--- config.mk ---
export PLATFORM = sky130hd
export DESIGN_NAME = mips_pipeline_top
export DESIGN_NICKNAME = d
export VERILOG_FILES = /design/src/source/isa_pkg.sv /design/src/source/pipe_pkg.sv /design/src/source/register_file.sv /design/src/source/fetch_stage.sv /design/src/source/decode_stage.sv /design/src/source/execute_stage.sv /design/src/source/memory_writeback.sv /design/src/source/mips_pipeline_top.sv
export VERILOG_INCLUDE_DIRS = /design/src /design/src/include
export SDC_FILE = /design/constraint.sdc
export NUM_CORES = 2
export LEC_CHECK = 0
export BUFFER_PORTS_ARGS = -buffer_cell sky130_fd_sc_hd__buf_2
export CAP_MARGIN = 20
export CORE_MARGIN = 3
export CORE_UTILIZATION = 35
export CTS_CLUSTER_SIZE = 30
export DETAILED_ROUTE_END_ITERATION = 6
export HOLD_SLACK_MARGIN = 0.15
export PLACE_DENSITY_LB_ADDON = 0.15
export SETUP_SLACK_MARGIN = 0.4
export SYNTH_ARGS = -nofsm -noshare
export SYNTH_HDL_FRONTEND = slang
export SYNTH_SLANG_ARGS = --single-unit
--- constraint.sdc ---
create_clock -name clk -period 101.2 [get_ports clk]
set_input_delay 10.12 -clock clk [delete_from_list [all_inputs] [get_ports clk]]
set_output_delay 10.12 -clock clk [all_outputs]
set_load 0.005 [all_outputs]
--- src/include/mips_defines.svh ---
`ifndef MIPS_DEFINES_SVH
`define MIPS_DEFINES_SVH

////////////////////
// datapath widths
////////////////////

// instruction and data words share one width
`define XLEN 32

// register file addressing
`define REG_ADDR_W 5
`define NUM_REGS 32

////////////////////
// memory addressing
////////////////////

// word addresses into the external memories
`define IMEM_ADDR_W 6
`define DMEM_ADDR_W 6

// low bits of a byte address that select a byte inside a word
`define BYTE_OFS_W 2

`endif

--- src/source/isa_pkg.sv ---
`include "mips_defines.svh"

package isa_pkg;

	// primary opcodes, instr[31:26]
	typedef enum logic [5:0] {
		R_TYPE     = 6'b000000,
		LOAD_WORD  = 6'b100011,
		STORE_WORD = 6'b101011
	} opcode_e;

	// r-type function codes, instr[5:0]
	typedef enum logic [5:0] {
		FN_ADD = 6'b100000,
		FN_SUB = 6'b100010,
		FN_AND = 6'b100100,
		FN_OR  = 6'b100101,
		FN_NOR = 6'b100111,
		FN_SLT = 6'b101010
	} funct_e;

	// register form
	typedef struct packed {
		opcode_e                opcode;
		logic [`REG_ADDR_W-1:0] rs;
		logic [`REG_ADDR_W-1:0] rt;
		logic [`REG_ADDR_W-1:0] rd;
		logic [4:0]             shamt;
		funct_e                 funct;
	} r_fields_t;

	// immediate form, used by lw and sw
	typedef struct packed {
		opcode_e                opcode;
		logic [`REG_ADDR_W-1:0] rs;
		logic [`REG_ADDR_W-1:0] rt;
		logic [15:0]            imm16;
	} i_fields_t;

	// same word seen as either form
	typedef union packed {
		r_fields_t r;
		i_fields_t i;
	} instr_u;

endpackage

--- src/source/pipe_pkg.sv ---
package pipe_pkg;

	// coarse alu request coming out of main decode
	typedef enum logic [1:0] {
		ALU_OP_ADD   = 2'b00,
		ALU_OP_RSVD  = 2'b01,
		ALU_OP_FUNCT = 2'b10
	} alu_op_e;

	// operation select seen by the alu itself
	typedef enum logic [3:0] {
		ALU_AND = 4'b0000,
		ALU_OR  = 4'b0001,
		ALU_ADD = 4'b0010,
		ALU_SUB = 4'b0110,
		ALU_SLT = 4'b0111,
		ALU_NOR = 4'b1100
	} alu_ctrl_e;

	// source of one ex operand
	typedef enum logic [1:0] {
		FWD_RF  = 2'b00,
		FWD_MEM = 2'b01,
		FWD_WB  = 2'b10
	} fwd_sel_e;

	// control bundle carried from id into ex
	typedef struct packed {
		logic    reg_dst;
		logic    alu_src;
		logic    mem_to_reg;
		logic    reg_write;
		logic    mem_read;
		logic    mem_write;
		alu_op_e alu_op;
	} ctrl_t;

endpackage

--- src/source/register_file.sv ---
`timescale 1ns/100ps
`include "mips_defines.svh"

module register_file (
	input  logic                   clk,
	input  logic                   rst,
	input  logic [`REG_ADDR_W-1:0] ra1,
	input  logic [`REG_ADDR_W-1:0] ra2,
	input  logic                   we,
	input  logic [`REG_ADDR_W-1:0] wa,
	input  logic [`XLEN-1:0]       wd,
	output logic [`XLEN-1:0]       rd1,
	output logic [`XLEN-1:0]       rd2
);

	logic [`XLEN-1:0] regs [`NUM_REGS];
	logic             wr_live;

	// r0 is never written so it keeps its reset value
	assign wr_live = we && (wa != '0);

	always_ff @(posedge clk or posedge rst) begin
		if (rst) begin
			regs <= '{default: '0};
		end else if (wr_live) begin
			regs[wa] <= wd;
		end
	end

	// same-cycle write shows up on the read port
	assign rd1 = (wr_live && (wa == ra1)) ? wd : regs[ra1];
	assign rd2 = (wr_live && (wa == ra2)) ? wd : regs[ra2];

endmodule

--- src/source/fetch_stage.sv ---
`timescale 1ns/100ps
`include "mips_defines.svh"

module fetch_stage (
	input  logic                    clk,
	input  logic                    rst,
	input  logic                    stall,
	input  logic [`XLEN-1:0]        imem_data,
	output logic [`IMEM_ADDR_W-1:0] imem_addr,
	output isa_pkg::instr_u         if_id_instr
);

	// byte address of the instruction being fetched
	logic [`XLEN-1:0] pc;

	// word address for instruction memory
	assign imem_addr = pc[`BYTE_OFS_W +: `IMEM_ADDR_W];

	// pc moves on one word per cycle and holds under a load-use stall
	always_ff @(posedge clk or posedge rst) begin
		if (rst) begin
			pc <= '0;
		end else if (!stall) begin
			pc <= pc + (`XLEN'(1) << `BYTE_OFS_W);
		end
	end

	////////////////////
	// if/id register
	////////////////////

	// an all-zero word is a no-op that writes r0
	always_ff @(posedge clk or posedge rst) begin
		if (rst) begin
			if_id_instr <= '0;
		end else if (!stall) begin
			if_id_instr <= imem_data;
		end
	end

endmodule

--- src/source/decode_stage.sv ---
`timescale 1ns/100ps
`include "mips_defines.svh"

module decode_stage (
	input  logic                   clk,
	input  logic                   rst,
	input  isa_pkg::instr_u        if_id_instr,
	// instruction currently in ex
	input  logic                   ex_mem_read,
	input  logic [`REG_ADDR_W-1:0] ex_rt,
	// writeback port of the register file
	input  logic                   wb_reg_write,
	input  logic [`REG_ADDR_W-1:0] wb_dest,
	input  logic [`XLEN-1:0]       wb_data,
	output logic                   stall,
	// id/ex contents
	output pipe_pkg::ctrl_t        id_ex_ctrl,
	output logic [`REG_ADDR_W-1:0] id_ex_rs,
	output logic [`REG_ADDR_W-1:0] id_ex_rt,
	output logic [`REG_ADDR_W-1:0] id_ex_rd,
	output logic [`XLEN-1:0]       id_ex_rd1,
	output logic [`XLEN-1:0]       id_ex_rd2,
	output logic [`XLEN-1:0]       id_ex_imm
);

	import isa_pkg::*;
	import pipe_pkg::*;

	ctrl_t                  ctrl;
	logic [`REG_ADDR_W-1:0] rs;
	logic [`REG_ADDR_W-1:0] rt;
	logic [`REG_ADDR_W-1:0] rd;
	logic [`XLEN-1:0]       rf_rd1;
	logic [`XLEN-1:0]       rf_rd2;
	logic [`XLEN-1:0]       imm_ext;

	// rs and rt sit at the same place in both forms
	assign rs = if_id_instr.r.rs;
	assign rt = if_id_instr.r.rt;
	// rd only means something for r-type
	assign rd = if_id_instr.r.rd;

	////////////////////
	// main control
	////////////////////

	always_comb begin
		// anything not decoded below stays a bubble
		ctrl = '0;
		case (if_id_instr.r.opcode)
			R_TYPE: begin
				ctrl.reg_dst   = 1'b1;
				ctrl.reg_write = 1'b1;
				ctrl.alu_op    = ALU_OP_FUNCT;
			end
			LOAD_WORD: begin
				// base plus offset, loaded word goes to rt
				ctrl.alu_src    = 1'b1;
				ctrl.mem_to_reg = 1'b1;
				ctrl.reg_write  = 1'b1;
				ctrl.mem_read   = 1'b1;
				ctrl.alu_op     = ALU_OP_ADD;
			end
			STORE_WORD: begin
				// rt only supplies store data
				ctrl.alu_src   = 1'b1;
				ctrl.mem_write = 1'b1;
				ctrl.alu_op    = ALU_OP_ADD;
			end
			default: begin
				ctrl = '0;
			end
		endcase
	end

	// load in ex whose target is read here
	assign stall = ex_mem_read && ((ex_rt == rs) || (ex_rt == rt));

	// offset field of the i-form, sign extended
	assign imm_ext = {{(`XLEN-16){if_id_instr.i.imm16[15]}}, if_id_instr.i.imm16};

	register_file i_register_file (
		.clk (clk),
		.rst (rst),
		.ra1 (rs),
		.ra2 (rt),
		.we  (wb_reg_write),
		.wa  (wb_dest),
		.wd  (wb_data),
		.rd1 (rf_rd1),
		.rd2 (rf_rd2)
	);

	////////////////////
	// id/ex register
	////////////////////

	always_ff @(posedge clk or posedge rst) begin
		if (rst) begin
			id_ex_ctrl <= '0;
			id_ex_rs   <= '0;
			id_ex_rt   <= '0;
			id_ex_rd   <= '0;
			id_ex_rd1  <= '0;
			id_ex_rd2  <= '0;
			id_ex_imm  <= '0;
		end else begin
			// zero control is enough for a bubble
			if (stall) begin
				id_ex_ctrl <= '0;
			end else begin
				id_ex_ctrl <= ctrl;
			end
			id_ex_rs  <= rs;
			id_ex_rt  <= rt;
			id_ex_rd  <= rd;
			id_ex_rd1 <= rf_rd1;
			id_ex_rd2 <= rf_rd2;
			// low six bits double as funct for r-type
			id_ex_imm <= imm_ext;
		end
	end

endmodule

--- src/source/execute_stage.sv ---
`timescale 1ns/100ps
`include "mips_defines.svh"

module execute_stage (
	input  logic                   clk,
	input  logic                   rst,
	// id/ex contents
	input  pipe_pkg::ctrl_t        id_ex_ctrl,
	input  logic [`REG_ADDR_W-1:0] id_ex_rs,
	input  logic [`REG_ADDR_W-1:0] id_ex_rt,
	input  logic [`REG_ADDR_W-1:0] id_ex_rd,
	input  logic [`XLEN-1:0]       id_ex_rd1,
	input  logic [`XLEN-1:0]       id_ex_rd2,
	input  logic [`XLEN-1:0]       id_ex_imm,
	// mem stage result
	input  logic                   mem_reg_write,
	input  logic [`REG_ADDR_W-1:0] mem_dest,
	input  logic [`XLEN-1:0]       mem_alu_result,
	// wb stage result
	input  logic                   wb_reg_write,
	input  logic [`REG_ADDR_W-1:0] wb_dest,
	input  logic [`XLEN-1:0]       wb_data,
	// seen by the hazard check in id
	output logic                   ex_mem_read,
	output logic [`REG_ADDR_W-1:0] ex_rt,
	// ex/mem contents
	output logic                   ex_mem_mem_to_reg,
	output logic                   ex_mem_reg_write,
	output logic                   ex_mem_mem_read,
	output logic                   ex_mem_mem_write,
	output logic [`REG_ADDR_W-1:0] ex_mem_dest,
	output logic [`XLEN-1:0]       ex_mem_alu_result,
	output logic [`XLEN-1:0]       ex_mem_store_data
);

	import isa_pkg::*;
	import pipe_pkg::*;

	// code outside the six alu operations, the alu answers zero
	localparam alu_ctrl_e ALU_CTRL_ZERO = alu_ctrl_e'(4'b1111);

	fwd_sel_e               fwd_a;
	fwd_sel_e               fwd_b;
	logic [`XLEN-1:0]       op_a;
	logic [`XLEN-1:0]       fwd_b_val;
	logic [`XLEN-1:0]       op_b;
	funct_e                 funct;
	alu_ctrl_e              alu_ctrl;
	logic [`XLEN-1:0]       alu_result;
	logic [`REG_ADDR_W-1:0] dest;

	// older stage writes a register this operand reads
	function automatic logic fwd_hit(
		input logic                   we,
		input logic [`REG_ADDR_W-1:0] dst,
		input logic [`REG_ADDR_W-1:0] src
	);
		return we && (dst != '0) && (dst == src);
	endfunction

	function automatic logic [`XLEN-1:0] fwd_mux(
		input fwd_sel_e         sel,
		input logic [`XLEN-1:0] rf_val,
		input logic [`XLEN-1:0] mem_val,
		input logic [`XLEN-1:0] wb_val
	);
		case (sel)
			FWD_MEM: return mem_val;
			FWD_WB:  return wb_val;
			default: return rf_val;
		endcase
	endfunction

	assign ex_mem_read = id_ex_ctrl.mem_read;
	assign ex_rt       = id_ex_rt;

	////////////////////
	// forwarding
	////////////////////

	// mem is younger than wb so it is checked first
	assign fwd_a = fwd_hit(mem_reg_write, mem_dest, id_ex_rs) ? FWD_MEM :
		fwd_hit(wb_reg_write, wb_dest, id_ex_rs) ? FWD_WB : FWD_RF;
	assign fwd_b = fwd_hit(mem_reg_write, mem_dest, id_ex_rt) ? FWD_MEM :
		fwd_hit(wb_reg_write, wb_dest, id_ex_rt) ? FWD_WB : FWD_RF;

	assign op_a      = fwd_mux(fwd_a, id_ex_rd1, mem_alu_result, wb_data);
	assign fwd_b_val = fwd_mux(fwd_b, id_ex_rd2, mem_alu_result, wb_data);
	// lw and sw add the offset instead of rt
	assign op_b      = id_ex_ctrl.alu_src ? id_ex_imm : fwd_b_val;

	////////////////////
	// alu control and alu
	////////////////////

	assign funct = funct_e'(id_ex_imm[5:0]);

	always_comb begin
		alu_ctrl = ALU_CTRL_ZERO;
		case (id_ex_ctrl.alu_op)
			ALU_OP_ADD: alu_ctrl = ALU_ADD;
			ALU_OP_FUNCT: begin
				case (funct)
					FN_ADD:  alu_ctrl = ALU_ADD;
					FN_SUB:  alu_ctrl = ALU_SUB;
					FN_AND:  alu_ctrl = ALU_AND;
					FN_OR:   alu_ctrl = ALU_OR;
					FN_SLT:  alu_ctrl = ALU_SLT;
					FN_NOR:  alu_ctrl = ALU_NOR;
					default: alu_ctrl = ALU_CTRL_ZERO;
				endcase
			end
			// reserved code has no operation behind it
			default: alu_ctrl = ALU_CTRL_ZERO;
		endcase
	end

	always_comb begin
		case (alu_ctrl)
			ALU_AND: alu_result = op_a & op_b;
			ALU_OR:  alu_result = op_a | op_b;
			ALU_ADD: alu_result = op_a + op_b;
			ALU_SUB: alu_result = op_a - op_b;
			// two's complement compare
			ALU_SLT: alu_result = `XLEN'($signed(op_a) < $signed(op_b));
			ALU_NOR: alu_result = ~(op_a | op_b);
			default: alu_result = '0;
		endcase
	end

	// r-type writes rd, lw writes rt
	assign dest = id_ex_ctrl.reg_dst ? id_ex_rd : id_ex_rt;

	////////////////////
	// ex/mem register
	////////////////////

	always_ff @(posedge clk or posedge rst) begin
		if (rst) begin
			ex_mem_mem_to_reg <= 1'b0;
			ex_mem_reg_write  <= 1'b0;
			ex_mem_mem_read   <= 1'b0;
			ex_mem_mem_write  <= 1'b0;
			ex_mem_dest       <= '0;
			ex_mem_alu_result <= '0;
			ex_mem_store_data <= '0;
		end else begin
			ex_mem_mem_to_reg <= id_ex_ctrl.mem_to_reg;
			ex_mem_reg_write  <= id_ex_ctrl.reg_write;
			ex_mem_mem_read   <= id_ex_ctrl.mem_read;
			ex_mem_mem_write  <= id_ex_ctrl.mem_write;
			ex_mem_dest       <= dest;
			ex_mem_alu_result <= alu_result;
			// sw data must carry the forwarded rt
			ex_mem_store_data <= fwd_b_val;
		end
	end

endmodule

--- src/source/memory_writeback.sv ---
`timescale 1ns/100ps
`include "mips_defines.svh"

module memory_writeback (
	input  logic                    clk,
	input  logic                    rst,
	// ex/mem contents
	input  logic                    ex_mem_mem_to_reg,
	input  logic                    ex_mem_reg_write,
	input  logic                    ex_mem_mem_read,
	input  logic                    ex_mem_mem_write,
	input  logic [`REG_ADDR_W-1:0]  ex_mem_dest,
	input  logic [`XLEN-1:0]        ex_mem_alu_result,
	input  logic [`XLEN-1:0]        ex_mem_store_data,
	input  logic [`XLEN-1:0]        dmem_rdata,
	// data memory port
	output logic [`DMEM_ADDR_W-1:0] dmem_addr,
	output logic [`XLEN-1:0]        dmem_wdata,
	output logic                    dmem_we,
	output logic                    dmem_re,
	// mem stage forwarding source
	output logic                    mem_reg_write,
	output logic [`REG_ADDR_W-1:0]  mem_dest,
	output logic [`XLEN-1:0]        mem_alu_result,
	// writeback
	output logic                    wb_reg_write,
	output logic [`REG_ADDR_W-1:0]  wb_dest,
	output logic [`XLEN-1:0]        wb_data
);

	logic             wb_mem_to_reg;
	logic [`XLEN-1:0] wb_load_data;
	logic [`XLEN-1:0] wb_alu_result;

	// byte offset is dropped from the alu address
	assign dmem_addr  = ex_mem_alu_result[`BYTE_OFS_W +: `DMEM_ADDR_W];
	assign dmem_wdata = ex_mem_store_data;
	assign dmem_we    = ex_mem_mem_write;
	assign dmem_re    = ex_mem_mem_read;

	assign mem_reg_write  = ex_mem_reg_write;
	assign mem_dest       = ex_mem_dest;
	assign mem_alu_result = ex_mem_alu_result;

	////////////////////
	// mem/wb register
	////////////////////

	always_ff @(posedge clk or posedge rst) begin
		if (rst) begin
			wb_mem_to_reg <= 1'b0;
			wb_reg_write  <= 1'b0;
			wb_dest       <= '0;
			wb_load_data  <= '0;
			wb_alu_result <= '0;
		end else begin
			wb_mem_to_reg <= ex_mem_mem_to_reg;
			wb_reg_write  <= ex_mem_reg_write;
			wb_dest       <= ex_mem_dest;
			// memory answers in the same cycle
			wb_load_data  <= dmem_rdata;
			wb_alu_result <= ex_mem_alu_result;
		end
	end

	// loaded word for lw, alu result for r-type
	assign wb_data = wb_mem_to_reg ? wb_load_data : wb_alu_result;

endmodule

--- src/source/mips_pipeline_top.sv ---
`timescale 1ns/100ps
`include "mips_defines.svh"

module mips_pipeline_top (
	input  logic                    clk,
	input  logic                    rst,
	input  logic [`XLEN-1:0]        imem_data,
	input  logic [`XLEN-1:0]        dmem_rdata,
	output logic [`IMEM_ADDR_W-1:0] imem_addr,
	output logic [`DMEM_ADDR_W-1:0] dmem_addr,
	output logic [`XLEN-1:0]        dmem_wdata,
	output logic                    dmem_we,
	output logic                    dmem_re
);

	import isa_pkg::*;
	import pipe_pkg::*;

	// if/id and hazard
	instr_u                 if_id_instr;
	logic                   stall;

	// id/ex
	ctrl_t                  id_ex_ctrl;
	logic [`REG_ADDR_W-1:0] id_ex_rs;
	logic [`REG_ADDR_W-1:0] id_ex_rt;
	logic [`REG_ADDR_W-1:0] id_ex_rd;
	logic [`XLEN-1:0]       id_ex_rd1;
	logic [`XLEN-1:0]       id_ex_rd2;
	logic [`XLEN-1:0]       id_ex_imm;
	logic                   ex_mem_read;
	logic [`REG_ADDR_W-1:0] ex_rt;

	// ex/mem
	logic                   ex_mem_mem_to_reg;
	logic                   ex_mem_reg_write;
	logic                   ex_mem_mem_read;
	logic                   ex_mem_mem_write;
	logic [`REG_ADDR_W-1:0] ex_mem_dest;
	logic [`XLEN-1:0]       ex_mem_alu_result;
	logic [`XLEN-1:0]       ex_mem_store_data;

	// feedback from mem and wb
	logic                   mem_reg_write;
	logic [`REG_ADDR_W-1:0] mem_dest;
	logic [`XLEN-1:0]       mem_alu_result;
	logic                   wb_reg_write;
	logic [`REG_ADDR_W-1:0] wb_dest;
	logic [`XLEN-1:0]       wb_data;

	fetch_stage i_fetch_stage (
		.clk         (clk),
		.rst         (rst),
		.stall       (stall),
		.imem_data   (imem_data),
		.imem_addr   (imem_addr),
		.if_id_instr (if_id_instr)
	);

	decode_stage i_decode_stage (
		.clk          (clk),
		.rst          (rst),
		.if_id_instr  (if_id_instr),
		.ex_mem_read  (ex_mem_read),
		.ex_rt        (ex_rt),
		.wb_reg_write (wb_reg_write),
		.wb_dest      (wb_dest),
		.wb_data      (wb_data),
		.stall        (stall),
		.id_ex_ctrl   (id_ex_ctrl),
		.id_ex_rs     (id_ex_rs),
		.id_ex_rt     (id_ex_rt),
		.id_ex_rd     (id_ex_rd),
		.id_ex_rd1    (id_ex_rd1),
		.id_ex_rd2    (id_ex_rd2),
		.id_ex_imm    (id_ex_imm)
	);

	execute_stage i_execute_stage (
		.clk               (clk),
		.rst               (rst),
		.id_ex_ctrl        (id_ex_ctrl),
		.id_ex_rs          (id_ex_rs),
		.id_ex_rt          (id_ex_rt),
		.id_ex_rd          (id_ex_rd),
		.id_ex_rd1         (id_ex_rd1),
		.id_ex_rd2         (id_ex_rd2),
		.id_ex_imm         (id_ex_imm),
		.mem_reg_write     (mem_reg_write),
		.mem_dest          (mem_dest),
		.mem_alu_result    (mem_alu_result),
		.wb_reg_write      (wb_reg_write),
		.wb_dest           (wb_dest),
		.wb_data           (wb_data),
		.ex_mem_read       (ex_mem_read),
		.ex_rt             (ex_rt),
		.ex_mem_mem_to_reg (ex_mem_mem_to_reg),
		.ex_mem_reg_write  (ex_mem_reg_write),
		.ex_mem_mem_read   (ex_mem_mem_read),
		.ex_mem_mem_write  (ex_mem_mem_write),
		.ex_mem_dest       (ex_mem_dest),
		.ex_mem_alu_result (ex_mem_alu_result),
		.ex_mem_store_data (ex_mem_store_data)
	);

	memory_writeback i_memory_writeback (
		.clk               (clk),
		.rst               (rst),
		.ex_mem_mem_to_reg (ex_mem_mem_to_reg),
		.ex_mem_reg_write  (ex_mem_reg_write),
		.ex_mem_mem_read   (ex_mem_mem_read),
		.ex_mem_mem_write  (ex_mem_mem_write),
		.ex_mem_dest       (ex_mem_dest),
		.ex_mem_alu_result (ex_mem_alu_result),
		.ex_mem_store_data (ex_mem_store_data),
		.dmem_rdata        (dmem_rdata),
		.dmem_addr         (dmem_addr),
		.dmem_wdata        (dmem_wdata),
		.dmem_we           (dmem_we),
		.dmem_re           (dmem_re),
		.mem_reg_write     (mem_reg_write),
		.mem_dest          (mem_dest),
		.mem_alu_result    (mem_alu_result),
		.wb_reg_write      (wb_reg_write),
		.wb_dest           (wb_dest),
		.wb_data           (wb_data)
	);

endmodule

# Word-level counts from Yosys, hierarchy flattened
# Cells that the tools add are included.
[totals]
register_bits = 1335
latchBits = 0
ramBits = 0
mem_bits_ro = 0
inputBits = 66
n_memories = 0
[classes]
n_addsub = 3
mul = 0
div_mod_pow = 0
magnitude_cmp = 5
eq_ne = 26
n_shift = 0
n_mux = 30
bitwise_logic = 6
reduce_logical = 18
[ops]
columns = ["operator", "n"]
rows = [
  ["1024-bit bitwise mux", 1],
  ["32-bit binary-select mux with 5-bit select", 2],
  ["32-bit two-way mux", 9],
  ["32-bit one-hot mux with 6 select lines", 1],
  ["32-bit demux with 5-bit select", 1],
  ["32-bit one-hot mux with 2 select lines", 2],
  ["6-bit equality test (second input constant)", 8],
  ["5-bit equality test", 8],
  ["32-bit by 3-bit adder with 32-bit output (second input constant)", 1],
  ["32-bit adder", 1],
  ["32-bit AND", 1],
  ["32-bit < comparator", 1],
  ["32-bit inverter", 1],
  ["32-bit OR", 1],
  ["32-bit subtractor", 1],
  ["4-bit one-hot mux with 6 select lines", 1],
  ["6-bit >= comparator (second input constant)", 3],
  ["5-bit inverter with 6-bit output", 3],
  ["1-bit logical AND", 10],
  ["2-bit two-way mux", 5],
  ["5-bit nonzero test", 2],
  ["4-bit by 3-bit equality test with 1-bit output (second input constant)", 2],
  ["8-bit two-way mux", 1],
  ["4-bit one-hot mux with 2 select lines", 1],
  ["other kinds (13)", 21],
]

# Longest topological paths before layout
[depth]
word_depth = 11
ltp_mapped = 20

# By module
# Synthesis repeated with hierarchy kept, for this count alone.
[hier_totals]
hier_cells = 5047
hier_area_um2 = 69977.1
[modules_own_cells]
columns = ["module", "instances", "cells_each", "area_each_um2", "seq_area_each_um2"]
rows = [
  ["register_file", 1, 3483, 53719.0, 25624.6],
  ["execute_stage", 1, 1144, 9135.0, 1826.8],
  ["memory_writeback", 1, 186, 2910.3, 1776.7],
  ["decode_stage", 1, 147, 2736.4, 2377.3],
  ["fetch_stage", 1, 87, 1476.4, 950.9],
]

# Least setup slack after synthesis
# OpenSTA, ideal clock, no wires.
[synth_path]
path_type = "register to output"
start = "register i_execute_stage.ex_mem_alu_result[2]"
end = "output dmem_addr[0]"
arrival_time_ns = 0.509
slack_ns = 90.571
path_stages_with_launch = 2
n_path_buf = 1
path_cell_list = "dfrtp_1 buf_4"
[synth_rtl]
columns = ["item", "line_no", "rtl"]
rows = [
  ["start, declared", "execute_stage.sv:32", "output logic [`XLEN-1:0] ex_mem_alu_result,"],
  ["start signal, assigned", "execute_stage.sv:153", "ex_mem_alu_result <= alu_result;"],
  ["end, declared", "mips_pipeline_top.sv:10", "output logic [`DMEM_ADDR_W-1:0] dmem_addr,"],
]
# No word-level cell between the ends.

==> flow_metrics.py <==
metrics = {
    "min_path": {
        "whs_endpoint": "i_execute_stage.ex_mem_mem_write",
        "min_from": "i_decode_stage.id_ex_ctrl[2]",
        "hold_class": "reg2reg",
        "hold_depth": 0,
    },
    "yosys": {
        "synth-adder-area-share": 0.01882,
        "ys_seq_area_frac": 0.4834,
        "ys_types": 81,
        "synth_top_family_by_area": "multiplexers",
        "synth.area.top_cells": "dfrtp_1 48%, mux4_2 21%, o21ai_0 5.7%, nand2_1 4.5%, a21oi_1 3.9%",
        "synth-compound-area-share": 0.1291,
        "synth_simple_gate_area_frac": 0.08899,
        "ys_warn_count": 0,
        "yosys.area.top_type": "dfrtp_1",
        "synth_edf_count": 0,
        "synth_top_area_frac": 0.4834,
        "synth_nets": 6103,
        "netlist_area_um2": 67290,
        "synth-async-reset-ratio": 1.000,
        "ys.flop_type": "dfrtp_1",
        "syn-mean-instance-area_um2": 11.33,
        "synth_mux_area_frac": 0.2324,
        "syn-instance-count": 5937,
        "synth_xor_area_frac": 0.006117,
        "synth-seq-cells": 1300,
    },
    "global_route": {
        "gr-total-overflow": 0,
        "grtUsageTotal": 0.2284,
        "grt_antenna_before_repair": 4,
        "grt_pass1_vias": 47813,
        "grt_pass1_wl_um": 335200,
        "grt_max_degree": 145,
    },
    "timing": {
        "maxSlewHeadroom": 0.2672,
        "fmax_mhz": 74.42,
        "hold_violations": 0,
        "worst_slew_pin_slew_ns": 1.099,
        "setup_tns_ns": 0,
        "rsz0062_at_grt": "no",
        "period_needed_ns": 13.44,
        "finalSetupViolations": 0,
        "fin_ws_ns": 87.76,
        "finalClockSkew_ns": 0.03341,
        "finalMaxSlewViolations": 0,
        "fin_crit_sh": 0.1328,
    },
    "detailed_routing": {
        "drc": 3,
        "drt-pass1-iter-count": 7,
        "met2WireLength_um": 106100,
        "drt-initial-drc-count": 4067,
        "wl_met1_um": 99240,
        "dr_total_vias": 46898,
        "final_antenna_net_count": 0,
        "wl_um": 223800,
        "route.met3.wl_um": 12450,
        "vias_per_cell": 5.601,
        "dr.max_layer_used": "met4",
        "wl_per_cell_um": 26.73,
    },
    "cts": {
        "clock-sinks": 1300,
        "postCtsSetupRepairBufs": 0,
        "clk_pin_slew_ns": 0.06,
        "cts_resized": 0,
        "tritoncts": "yes",
        "clk_latency_ns": 0.80,
        "root_buffer": "clkbuf_16",
        "cts-buffers-inserted": 145,
        "h-tree-depth": 4,
        "cts_hold_buf": 0,
        "clock_path_buffers": 3,
    },
    "floorplanning": {
        "ioPinCount": 112,
        "start_util": 0.3531,
        "core-area_um2": 190600,
        "die_h_um": 444.5,
        "die_w_um": 444.5,
        "die_area_um2": 197600,
        "placementRows": 160,
    },
    "setup_path": {
        "timing.rr.start": "i_memory_writeback.wb_dest[4]",
        "crit_slowest_cell": "buf_4",
        "cpPeakStageDelay_ns": 0.85,
        "cp.arrival_ns": 14.22,
        "worstSetupEndpointType": "asynchronous set/reset pin",
        "worstSetupStartpoint": "rst",
        "crit_type": "in2async",
        "critical-path-top-delay-family": "buffers and inverters",
        "path_cells": "buf_2 -> inv_8 -> buf_4 -> buf_4 -> buf_4 -> buf_4",
        "r2r_setup_slack_ns": 94.57,
        "critPathRequiredTime_ns": 101.99,
        "start_kind": "input port",
        "reg2reg_to": "i_execute_stage.ex_mem_alu_result[20]",
        "rr_worst_depth": 19,
        "crit_fanout": 110,
        "crit_top_cell": "buf_4",
        "worst-path-buf-inv": 6,
    },
    "placed_design": {
        "numPortBuffers": 111,
        "pre_cts_ws_ns": 86.73,
        "gp_congestion": 0.8746,
        "dp_hpwl_um": 134200,
    },
    "power_and_ir_drop": {
        "p_leak_nw": 31.89,
        "peakVddDrop_mv": 0.01845,
        "total_power_w": 0.001212,
        "p_per_area_nw_per_um2": 16.07,
    },
    "cells_and_area": {
        "final_cell_mix": "1,288 x dfrtp_1, 789 x nand2_1, 763 x o21ai_0",
        "syn_to_final_growth_pct": 12.10,
        "regMostFlops": "i_decode_stage.i_register_file.regs",
        "fillers": 18211,
        "final_common_cell": "dfrtp_1",
        "largest_reg_flops": 1024,
        "drive_gt1_frac": 0.2164,
        "final_nets": 5909,
        "post-route-util": 0.3958,
    },
    "outcome": {
        "status": "complete, but fails checks",
        "violations": "design-rule violations",
    },
    "flow_run": {
        "cap_violations": 0,
    },
}
cell type report:
cell class | count | area, µm² | area share
diodes | 2 | 5.005 | 0.00006635
inverters | 120 | 457.9 | 0.006071
flip-flops and latches | 1300 | 32570 | 0.4318
multi-input cells | 3930 | 32590 | 0.4320
repair buffers | 246 | 1834 | 0.02432
clock buffers | 215 | 4268 | 0.05658
well taps | 2511 | 3142 | 0.04165
clock inverters | 49 | 566.8 | 0.007514
routing by layer:
metal  vias up  global-route usage
met3       307             0.03713
met2      1350              0.3678
met5         -                   0
li1      21086                   -
met4         0             0.06526
met1     24155              0.3196
how the worst max path moves through the flow:
stage / end / slack [ns] / cells past startpoint
after global placement: i_decode_stage.i_register_file.regs[8] / 86.73 / 6
after global routing: i_decode_stage.i_register_file.regs[105] / 87.10 / 6
after CTS: i_decode_stage.i_register_file.regs[294] / 87.59 / 6
final: i_decode_stage.i_register_file.regs[550] / 87.76 / 6
after detailed placement: i_decode_stage.i_register_file.regs[104] / 86.73 / 6
after floorplan: i_decode_stage.i_register_file.regs[0] / 54.44 / 1
synthesized netlist by cell type, drive strengths merged, types with 4 or more instances:
library cell	number
xnor2	29
nor3	19
nand2b	8
a311oi	4
nand3b	4
ha	98
a221oi	18
xor2	18
mux2	52
nor4	14
o211a	7
mux4	640
dfrtp	1300
or2	4
and3	7
mux2i	64
o22ai	12
a21oi	518
a221o	4
a22oi	25
inv	120
or3	4
o21bai	10
nor2	466
o21a	43
nor2b	74
a211oi	79
or4	5
nand2	804
nand3	25
o21ai	776
o41ai	5
clkbuf	482
o211ai	11
o31ai	10
a21o	9
buf	105
nand4	10
a31oi	7
stage by stage:
step                      std cells  hold slack, ns  instance area [µm²]
final                          8373          0.3459                75430
after global routing           8371          0.3653                75430
after CTS                      8364          0.3516                75280
after detailed placement       8100          0.3362                70450
after global placement         8091          0.3362                70270
after floorplan                5937          0.3312                67290
logic make-up after synthesis:
kind of cell               after synthesis
adders and majority gates              100
DFF                                   1300
buffers and inverters                  707
muxes                                  756
AOI/OAI and AO/OA                     1569
xor gates and xnor gates                47
and+or+nand+nor                       1458
where the power goes:
group          total (W)  internal, W  switching, W
registers       0.000552     0.000535     0.0000164
logic           0.000118    0.0000450     0.0000734
clock network   0.000542     0.000316      0.000226
(Power assumes the default switching activity.)
